$ cat src/vgen_config.svh
//######################################
// video generator configuration
// tiny text mode geometry, sync polarity
// and register reset values
//######################################
`ifndef VGEN_CONFIG_SVH
`define VGEN_CONFIG_SVH

// horizontal geometry in pixels, offscreen part leads each line
`define H_VISIBLE       64
`define H_FRONT         4
`define H_SYNC          8
`define H_BACK          12
`define H_OFFSCREEN     (`H_FRONT + `H_SYNC + `H_BACK)
`define H_TOTAL         (`H_OFFSCREEN + `H_VISIBLE)     // 88 clocks per line

// vertical geometry in lines, visible lines come first
`define V_VISIBLE       32
`define V_FRONT         2
`define V_SYNC          2
`define V_BACK          4
`define V_TOTAL         (`V_VISIBLE + `V_FRONT + `V_SYNC + `V_BACK)

`define H_SYNC_POL      0                   // active level of hsync, 0 = negative sync
`define V_SYNC_POL      0                   // active level of vsync

`define FETCH_LEAD      3                   // cell fetch runs this many clocks ahead of pixels
`define CHARS_WIDE      (`H_VISIBLE / 8)    // default words per character row
`define REG_ADDR_W      3

`define RST_DISPSTART   0
`define RST_SCROLLY     0
`define RST_FONT_HEIGHT 15                  // 8x16 font by default
`define RST_FONT_BANK   0

`endif

$ cat src/vgen_pkg.sv
//######################################
// vgen_pkg
// scan state and register number types
// shared by the video generator blocks
//######################################
`include "vgen_config.svh"

package vgen_pkg;

    // scan phases, in counting order for both axes
    typedef enum logic [1:0] {
        PRE_SYNC  = 2'b00,
        SYNC      = 2'b01,
        POST_SYNC = 2'b10,
        VISIBLE   = 2'b11
    } scan_state_t;

    // config register numbers
    typedef enum logic [`REG_ADDR_W-1:0] {
        DISPSTART = 3'd0,     // text start word address
        LINEWIDTH = 3'd1,     // words per character row
        SCROLLY   = 3'd2,     // [3:0] starting font row
        FONTCTRL  = 3'd3      // [3:0] height-1, [9:8] bank
    } vgen_reg_t;

endpackage

$ cat src/video_timing.sv
//######################################
// video_timing
// horizontal and vertical scan FSMs
// making sync, display enable, the cell
// fetch window and line/frame events
//######################################
`timescale 1ns/10ps
`include "vgen_config.svh"

module video_timing (
    input  logic clk,
    input  logic reset_i,
    output logic hsync_o,        // raw active-high syncs
    output logic vsync_o,
    output logic active_o,       // visible area
    output logic fetch_o,        // cell fetch window
    output logic cell_start_o,   // one per 8 clocks in the window
    output logic line_end_o,     // last pixel of a line
    output logic frame_end_o     // last pixel of the frame
);
    import vgen_pkg::*;

    // last count of each horizontal state
    localparam logic [10:0] H_PRE_END   = 11'(`H_FRONT - 1);
    localparam logic [10:0] H_SYNC_END  = 11'(`H_FRONT + `H_SYNC - 1);
    localparam logic [10:0] H_POST_END  = 11'(`H_OFFSCREEN - 1);
    localparam logic [10:0] H_VIS_END   = 11'(`H_TOTAL - 1);
    // last line of each vertical state
    localparam logic [10:0] V_VIS_END   = 11'(`V_VISIBLE - 1);
    localparam logic [10:0] V_PRE_END   = 11'(`V_VISIBLE + `V_FRONT - 1);
    localparam logic [10:0] V_SYNC_END  = 11'(`V_VISIBLE + `V_FRONT + `V_SYNC - 1);
    localparam logic [10:0] V_POST_END  = 11'(`V_TOTAL - 1);
    // fetch window, leads the pixels by FETCH_LEAD
    localparam logic [10:0] H_FETCH_BEG = 11'(`H_OFFSCREEN - `FETCH_LEAD);
    localparam logic [10:0] H_FETCH_END = 11'(`H_TOTAL - `FETCH_LEAD);

    scan_state_t h_state;
    scan_state_t h_state_next;
    scan_state_t v_state;
    scan_state_t v_state_next;
    logic [10:0] h_count;
    logic [10:0] h_count_next;
    logic [10:0] h_limit;
    logic [10:0] v_count;
    logic [10:0] v_count_next;
    logic [10:0] v_limit;
    logic [2:0]  cell_phase;                        // pixel column inside the cell
    logic        line_last;
    logic        frame_last;

    always_comb begin
        case (h_state)
            PRE_SYNC:  h_limit = H_PRE_END;
            SYNC:      h_limit = H_SYNC_END;
            POST_SYNC: h_limit = H_POST_END;
            default:   h_limit = H_VIS_END;         // visible runs to line end
        endcase
        case (v_state)
            VISIBLE:   v_limit = V_VIS_END;
            PRE_SYNC:  v_limit = V_PRE_END;
            SYNC:      v_limit = V_SYNC_END;
            default:   v_limit = V_POST_END;        // back porch closes the frame
        endcase
    end

    always_comb line_last  = (h_state == VISIBLE) && (h_count == h_limit);
    always_comb frame_last = line_last && (v_state == POST_SYNC) && (v_count == v_limit);

    // states step when the count reaches the limit, wrapping VISIBLE -> PRE_SYNC
    always_comb h_state_next = (h_count == h_limit) ? scan_state_t'(h_state + 2'd1) : h_state;
    always_comb v_state_next = (line_last && v_count == v_limit) ?
                               scan_state_t'(v_state + 2'd1) : v_state;

    always_comb begin
        h_count_next = h_count + 11'd1;
        v_count_next = v_count;
        if (line_last) begin
            h_count_next = 11'd0;
            v_count_next = frame_last ? 11'd0 : v_count + 11'd1;
        end
    end

    always_ff @(posedge clk) begin
        if (reset_i) begin
            h_state    <= PRE_SYNC;
            v_state    <= VISIBLE;                  // frame starts at the top visible line
            h_count    <= 11'd0;
            v_count    <= 11'd0;
            cell_phase <= 3'd0;
        end else begin
            h_state    <= h_state_next;
            v_state    <= v_state_next;
            h_count    <= h_count_next;
            v_count    <= v_count_next;
            cell_phase <= fetch_o ? cell_phase + 3'd1 : 3'd0;   // held at 0 outside the window
        end
    end

    always_comb hsync_o      = (h_state == SYNC);
    always_comb vsync_o      = (v_state == SYNC);
    always_comb active_o     = (h_state == VISIBLE) && (v_state == VISIBLE);
    always_comb fetch_o      = (v_state == VISIBLE) && (h_count >= H_FETCH_BEG) &&
                               (h_count < H_FETCH_END);
    always_comb cell_start_o = fetch_o && (cell_phase == 3'd0);
    always_comb line_end_o   = line_last;
    always_comb frame_end_o  = frame_last;

endmodule

$ cat src/text_fetch.sv
//######################################
// text_fetch
// config registers and character cell
// walker driving vram and font addresses
//######################################
`timescale 1ns/10ps
`include "vgen_config.svh"

module text_fetch (
    input  logic                clk,
    input  logic                reset_i,
    input  logic                enable_i,       // sampled at frame end only
    input  logic                reg_wr_i,
    input  vgen_pkg::vgen_reg_t reg_num_i,
    input  logic [15:0]         reg_data_i,
    input  logic                fetch_i,
    input  logic                cell_start_i,
    input  logic                line_end_i,
    input  logic                frame_end_i,
    input  logic [15:0]         vram_data_i,    // {attr, char code}
    output logic                vram_sel_o,
    output logic [15:0]         vram_addr_o,
    output logic                font_sel_o,
    output logic [12:0]         font_addr_o,
    output logic                load_o,         // font byte valid for the shifter
    output logic [7:0]          attr_o,
    output logic                text_en_o
);
    import vgen_pkg::*;

    // config registers
    logic [15:0] text_start_addr;
    logic [15:0] text_line_width;
    logic [3:0]  fine_scrolly;
    logic [3:0]  font_height;                   // rows per cell minus one
    logic [1:0]  font_bank;

    // walker state
    logic [15:0] text_addr;                     // next cell word
    logic [15:0] text_line_addr;                // first word of current char row
    logic [15:0] next_row_addr;
    logic [3:0]  char_y;                        // font row within the cell
    logic        cell_go;

    always_comb next_row_addr = text_line_addr + text_line_width;
    always_comb cell_go       = fetch_i && cell_start_i;

    // font address comes straight off the vram bus, saves a cycle
    always_comb begin
        if (font_height[3]) begin
            font_addr_o = {font_bank[1], vram_data_i[7:0], char_y[3:0]};    // 8x16 cells
        end else begin
            font_addr_o = {font_bank, vram_data_i[7:0], char_y[2:0]};       // 8x8 cells
        end
    end

    always_ff @(posedge clk) begin
        if (reset_i) begin
            text_start_addr <= 16'(`RST_DISPSTART);
            text_line_width <= 16'(`CHARS_WIDE);
            fine_scrolly    <= 4'(`RST_SCROLLY);
            font_height     <= 4'(`RST_FONT_HEIGHT);
            font_bank       <= 2'(`RST_FONT_BANK);
        end else if (reg_wr_i) begin
            case (reg_num_i)
                DISPSTART: text_start_addr <= reg_data_i;
                LINEWIDTH: text_line_width <= reg_data_i;
                SCROLLY:   fine_scrolly    <= reg_data_i[3:0];
                FONTCTRL: begin
                    font_height <= reg_data_i[3:0];
                    font_bank   <= reg_data_i[9:8];
                end
                default: begin
                end
            endcase
        end
    end

    always_ff @(posedge clk) begin
        if (reset_i) begin
            text_en_o      <= 1'b0;             // first frame stays blank
            vram_sel_o     <= 1'b0;
            font_sel_o     <= 1'b0;
            load_o         <= 1'b0;
            text_addr      <= 16'd0;
            text_line_addr <= 16'd0;
            char_y         <= 4'd0;
        end else begin
            vram_sel_o <= cell_go && text_en_o; // no vram traffic while disabled
            font_sel_o <= vram_sel_o;           // char code valid one clock later
            load_o     <= font_sel_o;           // font byte valid one clock later

            if (cell_go) begin
                text_addr <= text_addr + 16'd1;
            end

            if (line_end_i) begin
                // >= so a scroll past the font height still wraps
                if (char_y >= font_height) begin
                    char_y         <= 4'd0;
                    text_line_addr <= next_row_addr;
                    text_addr      <= next_row_addr;
                end else begin
                    char_y    <= char_y + 4'd1;
                    text_addr <= text_line_addr;    // repeat the row for the next font line
                end
            end

            if (frame_end_i) begin              // wins over line_end
                text_en_o      <= enable_i;
                char_y         <= fine_scrolly;
                text_addr      <= text_start_addr;
                text_line_addr <= text_start_addr;
            end
        end
    end

    // address and colour payload
    always_ff @(posedge clk) begin
        if (cell_go) begin
            vram_addr_o <= text_addr;
        end
        if (font_sel_o) begin
            attr_o <= vram_data_i[15:8];        // held until the shifter loads
        end
    end

endmodule

$ cat src/pixel_shifter.sv
//######################################
// pixel_shifter
// font line shifter, fore/back colour
// select and sync/de output alignment
//######################################
`timescale 1ns/10ps
`include "vgen_config.svh"

module pixel_shifter (
    input  logic       clk,
    input  logic       reset_i,
    input  logic       load_i,
    input  logic [7:0] font_data_i,
    input  logic [7:0] attr_i,          // [7:4] back, [3:0] fore
    input  logic       text_en_i,
    input  logic       hsync_i,
    input  logic       vsync_i,
    input  logic       active_i,
    output logic [3:0] pal_index_o,
    output logic       hsync_o,
    output logic       vsync_o,
    output logic       de_o
);
    localparam logic H_POL = 1'(`H_SYNC_POL);
    localparam logic V_POL = 1'(`V_SYNC_POL);

    logic [7:0] shift_q;                // remaining font bits, msb next
    logic [7:0] attr_q;
    logic       pix_bit;
    logic [7:0] cur_attr;
    logic       show;

    // on a load the msb goes out this clock, so the bypass feeds it directly
    always_comb pix_bit  = load_i ? font_data_i[7] : shift_q[7];
    always_comb cur_attr = load_i ? attr_i : attr_q;
    always_comb show     = active_i && text_en_i;

    always_ff @(posedge clk) begin
        if (load_i) begin
            shift_q <= {font_data_i[6:0], 1'b0};    // byte minus the pixel sent now
            attr_q  <= attr_i;
        end else begin
            shift_q <= {shift_q[6:0], 1'b0};
        end
    end

    always_ff @(posedge clk) begin
        if (reset_i) begin
            pal_index_o <= 4'd0;
            hsync_o     <= ~H_POL;
            vsync_o     <= ~V_POL;
            de_o        <= 1'b0;
        end else begin
            if (show) begin
                pal_index_o <= pix_bit ? cur_attr[3:0] : cur_attr[7:4];
            end else begin
                pal_index_o <= 4'd0;                // black outside the picture
            end
            hsync_o <= hsync_i ? H_POL : ~H_POL;
            vsync_o <= vsync_i ? V_POL : ~V_POL;
            de_o    <= show;
        end
    end

endmodule

$ cat src/video_gen.sv
//######################################
// video_gen
// text mode video generator top
//######################################
`timescale 1ns/10ps

module video_gen (
    input  logic                clk,
    input  logic                reset_i,
    input  logic                enable_i,
    input  logic                reg_wr_i,
    input  vgen_pkg::vgen_reg_t reg_num_i,
    input  logic [15:0]         reg_data_i,
    output logic                vram_sel_o,
    output logic [15:0]         vram_addr_o,
    input  logic [15:0]         vram_data_i,
    output logic                font_sel_o,
    output logic [12:0]         font_addr_o,
    input  logic [7:0]          fontram_data_i,
    output logic [3:0]          pal_index_o,
    output logic                hsync_o,
    output logic                vsync_o,
    output logic                de_o
);
    // scan timing to fetch and pixel stages
    logic       fetch;
    logic       cell_start;
    logic       line_end;
    logic       frame_end;
    logic       hsync_raw;
    logic       vsync_raw;
    logic       active;
    // fetch to pixel stage
    logic       load;
    logic [7:0] attr;
    logic       text_en;

    video_timing u_timing (
        .clk         (clk),
        .reset_i     (reset_i),
        .hsync_o     (hsync_raw),
        .vsync_o     (vsync_raw),
        .active_o    (active),
        .fetch_o     (fetch),
        .cell_start_o(cell_start),
        .line_end_o  (line_end),
        .frame_end_o (frame_end)
    );

    text_fetch u_fetch (
        .clk         (clk),
        .reset_i     (reset_i),
        .enable_i    (enable_i),
        .reg_wr_i    (reg_wr_i),
        .reg_num_i   (reg_num_i),
        .reg_data_i  (reg_data_i),
        .fetch_i     (fetch),
        .cell_start_i(cell_start),
        .line_end_i  (line_end),
        .frame_end_i (frame_end),
        .vram_data_i (vram_data_i),
        .vram_sel_o  (vram_sel_o),
        .vram_addr_o (vram_addr_o),
        .font_sel_o  (font_sel_o),
        .font_addr_o (font_addr_o),
        .load_o      (load),
        .attr_o      (attr),
        .text_en_o   (text_en)
    );

    pixel_shifter u_pixel (
        .clk         (clk),
        .reset_i     (reset_i),
        .load_i      (load),
        .font_data_i (fontram_data_i),
        .attr_i      (attr),
        .text_en_i   (text_en),
        .hsync_i     (hsync_raw),
        .vsync_i     (vsync_raw),
        .active_i    (active),
        .pal_index_o (pal_index_o),
        .hsync_o     (hsync_o),
        .vsync_o     (vsync_o),
        .de_o        (de_o)
    );

endmodule

$ cat config.mk
export PLATFORM = sky130hd
export DESIGN_NAME = video_gen
export DESIGN_NICKNAME = d
export VERILOG_FILES = /design/src/vgen_pkg.sv /design/src/video_timing.sv /design/src/text_fetch.sv /design/src/pixel_shifter.sv /design/src/video_gen.sv
export VERILOG_INCLUDE_DIRS = /design/src /design/src/src
export SDC_FILE = /design/constraint.sdc
export NUM_CORES = 1
export LEC_CHECK = 0
export ABC_AREA = 0
export BUFFER_PORTS_ARGS = -buffer_cell sky130_fd_sc_hd__buf_2
export CORE_AREA = 2 2 161 163
export DETAILED_ROUTE_END_ITERATION = 16
export DIE_AREA = 0 0 163 165
export PLACE_DENSITY = 0.53
export SLEW_MARGIN = 20
export SYNTH_ARGS = -nofsm -noshare
export SYNTH_HDL_FRONTEND = slang
export SYNTH_SLANG_ARGS = --single-unit
$ cat constraint.sdc
create_clock -name clk -period 5.05 [get_ports clk]
set_clock_uncertainty 0.1 [all_clocks]
set_input_delay 0 -clock clk [delete_from_list [all_inputs] [get_ports clk]]
set_output_delay 0 -clock clk [all_outputs]
set_load 0.005 [all_outputs]
==> impl_metrics.yaml, run 1 <==
cells_and_area:
  syn2layout_area_growth_pct: 22.34
  fin_cells: 1277
  final_cell_mix: "nand2_1, dfxtp_1, buf_2"
  diodes: 0
  nNetsFinal: 1017
  drive_above_1_share_pct: 16.05
  n_fill_cell: 2541
  mostFrequentLayoutCell: "nand2_1"
  seqCellArea_mm2: 0.003383
  multi_input_area_mm2: 0.003839
synthesis:
  yosys.area_share.simple_pct: 19.60
  syn_area_mm2: 0.007456
  synthMuxAreaShare_pct: 6.310
  synthFlopType: "dfxtp_1"
  synth_top_family_by_area: "simple AND/OR/NAND/NOR gates"
  yosysWarnings: 0
  syn-num-nets: 914
  synth_cells: 831
  synth_area_per_cell_um2: 8.972
  synth_edf_count: 24
  synth_compound_area_share_pct: 13.96
  ys_seq_area_share_pct: 45.38
  yosys_register_bits: 157
  synth_xor_area_share_pct: 5.286
  synth_fa_ha_area_share_pct: 6.142
  async_flop_share_pct: 0
  ys_types: 57
pwr:
  leakage_nw: 3.666
  p_per_area_mw_per_mm2: 293.8
  vdd_ir_drop_max_mv: 0.2225
global_routing:
  grt_pass1_vias: 5856
  gr-total-overflow: 0
  grt_use_total_pct: 14.46
  grt_first_pass_wirelength_mm: 30.53
  antenna_found_initial: 0
  grt_max_degree: 76
floorplanning:
  start_util_pct: 29.78
  fp.dieH_um: 165
  die_w_um: 163
  ios: 85
  core_area_mm2: 0.02504
  rows: 58
  dieArea_mm2: 0.02690
run:
  cap_violations: 0
detailed_routing:
  met3WireLength_um: 701
  drt_pass1_iterations: 5
  wl_met1_mm: 9.647
  vias_per_cell: 4.750
  totalWireLength_mm: 18.80
  dr_wl_met2_mm: 8.219
  drt_iter0_markers: 365
  drcViolationCount: 0
  routedWlPerCell_um: 14.72
  top_layer_used: "met4"
  ant_nets: 0
  vias: 6066
place:
  dpl.cell_count: 1209
  io_buffers: 84
  dp_hpwl_mm: 13.05
  gp_congestion: 0.7973
worst_setup_path:
  path_max_fanout: 21
  cp_top_family: "simple AND/OR/NAND/NOR gates"
  crit_buf_inv: 1
  crit_chain: "or4_4 -> nor4_4 -> buf_4 -> or2_2 -> a211oi_1 -> or3_1 -> a21oi_1"
  startpoint_type: "flip-flop"
  slowest_stage: "nor4_4"
  crit_arrival_ps: 3280
  end_kind: "flip-flop"
  crit_type: "reg2reg"
  cp_slowest_stage_delay_ps: 740
  crit_required_ps: 5300
timing:
  relSlewSlack_pct: 40.75
  finalSetupViolCount: 0
  final-max-slew-violation-count: 0
  hold_ws_ps: 19.79
  setup_tns_ps: 0
  hold_viol: 0
  post-route-min-period_ps: 3022
  timing.fmax_ghz: 0.3309
  rsz0062_at_grt: "false"
  worst_pin_slew_ps: 887.8
  period_share_pct: 59.84
clock_network:
  htree_num_levels: 4
  cts_tree: "done"
  cts_buffers: 17
  max-clock-path-buffers: 2
  clockRootBuffer: "clkbuf_16"
  cts_resized: 0
  cts_setup_buffers: 0
  cts.sinks: 157
  clk_latency_ps: 430
  path_clk_slew_ps: 60
  cts_hold_buf: 36
status:
  status: "finished, final reports clean"
worst_hold_path:
  worstHoldPathType: "in2reg"
-- synth_stat cells, drive strengths merged, types with 8 or more instances --
| cell | n | area (um2) |
|---|---|---|
| a211oi | 19 | 142.6 |
| a21oi | 78 | 390.4 |
| and3 | 18 | 112.6 |
| buf | 9 | 52.55 |
| clkbuf | 32 | 120.1 |
| dfxtp | 133 | 2663 |
| edfxtp | 24 | 720.7 |
| ha | 35 | 437.9 |
| inv | 20 | 75.07 |
| mux2 | 24 | 270.3 |
| mux2i | 20 | 200.2 |
| nand2 | 143 | 536.8 |
| nand3 | 27 | 135.1 |
| nand4 | 11 | 68.82 |
| nor2 | 70 | 262.8 |
| nor3 | 13 | 65.06 |
| o211ai | 8 | 60.06 |
| o21ai | 25 | 125.1 |
| xnor2 | 22 | 192.7 |
| xor2 | 23 | 201.4 |
-- flip-flops by register name (all words and copies together) (netlist names), 7 cells and up --
| name | flops |
|---|---|
| u_fetch.vram_addr_o | 16 |
| u_timing.h_count | 11 |
| u_fetch.attr_o | 8 |
| u_fetch.text_line_addr | 16 |
| u_fetch.text_start_addr | 16 |
| u_fetch.text_addr | 16 |
| u_timing.v_count | 11 |
| u_pixel.shift_q | 7 |
| u_pixel.attr_q | 8 |
| u_fetch.text_line_width | 16 |
-- area by class of cell --
class	count	area share, %
well taps	330	4.527
inverters	20	0.8230
clock buffers	19	5.089
repair buffers	125	8.971
flip-flops and latches	157	37.09
clock inverters	13	1.413
multi-input cells	613	42.09
-- metal layers --
layer | vias up | GRT usage, %
li1 | 3128 | -
met1 | 2805 | 20.12
met2 | 119 | 22.40
met3 | 14 | 2.511
met4 | 0 | 5.430
met5 | - | 0
-- cell families (layout without fill, tap and decap cells) --
family,Yosys count,count (layout)
buf+inv,61,177
flops,157,157
mux,44,44
fa+ha+maj,36,36
compound gates,171,171
xor+xnor,45,45
simple gates,317,317
-- worst paths after layout --
check | from | end | slack (ps) | depth (start not counted)
hold reg to reg | u_timing.cell_phase[0] | u_timing.cell_phase[0] | 350 | 1
setup / recovery | u_timing.h_count[8] | u_fetch.text_addr[7] | 2030 | 7
hold / removal | fontram_data_i[7] | u_pixel.pal_index_o[3] | 20 | 4
setup reg to reg | u_timing.h_count[8] | u_fetch.text_addr[7] | 2030 | 7
-- through the flow --
stage | cell area [um2] | util, % | worst slack [ps] | power, mW
detailed placement | 8168 | 32.62 | 2037 | 1.407
floorplan | 7456 | - | 2555 | 1.363
global placement | 8168 | 32.62 | 2070 | 1.406
CTS | 9121 | 36.43 | 2007 | 2.721
global route | 9121 | 36.43 | 1813 | 2.780
finish | 9121 | 36.43 | 2028 | 2.680
-- worst min-delay path, cell delays in order --
cell     delay, ps
buf_2           70
mux2i_1        190
mux2i_1        170
nor2_1          70
-- power by group --
group | switching, mW | internal (mW) | leakage, nW
logic | 0.0583 | 0.0540 | 2.09
clock network | 0.549 | 0.732 | 0.288
registers | 0.0108 | 1.28 | 1.29
total | 0.618 | 2.06 | 3.67
(Power assumes the default switching activity.)
==> run 2: changes to the inputs <==
--- a/config.mk
+++ b/config.mk
@@ -11,7 +11,7 @@
 export CORE_AREA = 2 2 161 163
 export DETAILED_ROUTE_END_ITERATION = 16
 export DIE_AREA = 0 0 163 165
-export PLACE_DENSITY = 0.53
+export PLACE_DENSITY = 0.55
 export SLEW_MARGIN = 20
 export SYNTH_ARGS = -nofsm -noshare
 export SYNTH_HDL_FRONTEND = slang
==> constraint.sdc (replaced) <==
create_clock -name clk -period 2.54 [get_ports clk]
set_clock_uncertainty 0.1 [all_clocks]
set_input_delay 0 -clock clk [delete_from_list [all_inputs] [get_ports clk]]
set_output_delay 0 -clock clk [all_outputs]
set_load 0.005 [all_outputs]
==> impl_metrics.yaml, run 2 (synthesis results as in run 1) <==
timing:
  relSlewSlack_pct: 44.53
  final-max-slew-violation-count: 0
  hold_viol: 0
  finalSetupViolCount: 0
  worst_slack_ps: 158.1
  worst_pin_slew_ps: 830.3
  timing.fmax_ghz: 0.4198
  post-route-min-period_ps: 2382
  rsz0062_at_grt: "true"
  period_share_pct: 93.78
  setup_tns_ps: 0
detailed_routing:
  drt_pass1_iterations: 5
  ant_nets: 0
  drcViolationCount: 0
  vias_per_cell: 4.730
  vias: 6282
  totalWireLength_mm: 18.98
  drt_iter0_markers: 371
  routedWlPerCell_um: 14.29
cells_and_area:
  diodes: 0
  final_cell_mix: "nand2_1, dfxtp_1, buf_2"
  nNetsFinal: 1068
  post-route-util_pct: 38.10
  drive_above_1_share_pct: 20.84
  mostFrequentLayoutCell: "nand2_1"
  syn2layout_area_growth_pct: 27.92
pwr:
  switching_share_pct: 23.53
  internal-power_mw: 4.017
  pwr-share-seq_pct: 48.7
  power_frac_clock_pct: 46.8
  vdd_ir_drop_max_mv: 0.4044
  leakage_nw: 3.899
  p_switching_mw: 1.236
  p_comb_share_pct: 4.5
  p_per_area_mw_per_mm2: 550.7
clock_network:
  cts_buffers: 17
  cts_tree: "done"
  cts.sinks: 157
  path_clk_slew_ps: 70
  htree_num_levels: 4
  clk_latency_ps: 430
  clockRootBuffer: "clkbuf_16"
  max-clock-path-buffers: 2
worst_hold_path:
  worstHoldPathType: "in2reg"
  min-delay-start: "reg_wr_i"
  min_to: "u_fetch.fine_scrolly[1]"
  hold_depth: 5
global_routing:
  gr-total-overflow: 0
  grt_pass1_vias: 5862
  grt_use_total_pct: 14.53
  antenna_found_initial: 0
  grt_max_degree: 48
  grt_first_pass_wirelength_mm: 30.83
worst_setup_path:
  end_kind: "flip-flop"
  crit_arrival_ps: 2640
  reg2reg_depth: 8
  crit_required_ps: 2800
  rrSetupSlack_ps: 160
  startpoint_type: "flip-flop"
  path_max_fanout: 5
  crit_type: "reg2reg"
  reg2reg_to: "u_timing.v_count[9]"
  r2r_start: "u_timing.h_count[9]"
floorplanning:
  fp.dieH_um: 165
  rows: 58
  core_area_mm2: 0.02504
  dieArea_mm2: 0.02690
  ios: 85
  die_w_um: 163
  start_util_pct: 29.78
place:
  io_buffers: 84
  post-place-ws_ps: -29.25
  dp_hpwl_mm: 13.66
  gp_congestion: 0.8608
run:
  cap_violations: 0
status:
  status: "finished, final reports clean"
==> run 2: cell types whose count changed in the layout (fill, tap and decap cells not counted), sizes merged <==
cell	before	now
bufinv	1	0
clkinvlp	2	1
inv	26	25
buf	89	135
clkinv	4	6
clkbuf	19	20
dlygate4sd3	36	41
==> run 2: final cells by class <==
cell class | count | area, um2
Clock inverter | 12 | 101.3
Inverter | 20 | 75.07
Sequential cell | 157 | 3385
Clock buffer | 20 | 467.9
Multi-Input combinational cell | 613 | 3862
Tap cell | 330 | 412.9
Fill cell | 2523 | 15500
Timing Repair Buffer | 176 | 1234
==> run 2: critical path, stage by stage, from the launching register on <==
cell and delay [ps]:
dfxtp_1 330, or4_4 570, nand2b_4 190, nor4_4 150, buf_6 160, and3_2 230, nand3_2 110, or3_1 320
a21oi_1 130
==> run 2: per-layer routing <==
| metal | part of all wire (%) | global-route usage (%) | routed length (um) | vias up |
|---|---|---|---|---|
| met1 | 51 | 20.51 | 9591 | 2899 |
| met5 | 0 | 0 | 0 | - |
| met4 | 1.3 | 4.063 | 243 | 0 |
| met3 | 4.7 | 3.039 | 895 | 15 |
| li1 | - | - | - | 3231 |
| met2 | 43 | 22.42 | 8252 | 137 |
==> run 2: power by group through the flow <==
stage / registers (mW) / logic (mW) / clock network, mW
after floorplan: 2.60 / 0.105 / 0
after global placement: 2.61 / 0.191 / 0
after detailed placement: 2.61 / 0.193 / 0
after CTS: 2.56 / 0.240 / 2.51
after global routing: 2.56 / 0.265 / 2.63
final: 2.56 / 0.238 / 2.46
==> run 2: worst max-delay path by stage <==
stage                                   start                    end  slack (ps)  cells after the start
finish                    u_timing.h_count[9]    u_timing.v_count[9]         160                      8
detailed placement  u_fetch.text_line_addr[0]  u_fetch.text_addr[14]         -30                     11
CTS                 u_fetch.text_line_addr[0]  u_fetch.text_addr[14]           2                     11
global placement    u_fetch.text_line_addr[0]  u_fetch.text_addr[14]           3                     11
floorplan           u_fetch.text_line_addr[0]  u_fetch.text_addr[14]          40                     10
global route        u_fetch.text_line_addr[0]  u_fetch.text_addr[14]         -20                     11
==> run 2: timing repair <==
item	in CTS	in global routing
setup endpoints to repair	3	23
resized for setup	1	18
hold endpoints to repair	63	0
hold buffers	41	0
buffers inserted	0	3
pin swaps	1	5
==> run 2: metrics by stage <==
stage | power [mW] | instance area [um2] | hold WS, ps | cells
5_1_grt | 5.449 | 9538 | 125.1 | 1328
4_1_cts | 5.309 | 9473 | 69.86 | 1325
6_report | 5.253 | 9538 | 84.72 | 1328
3_3_place_gp | 2.803 | 8489 | 79.33 | 1252
2_1_floorplan | 2.710 | 7456 | -1.131 | 831
3_5_place_dp | 2.806 | 8489 | 78.52 | 1252
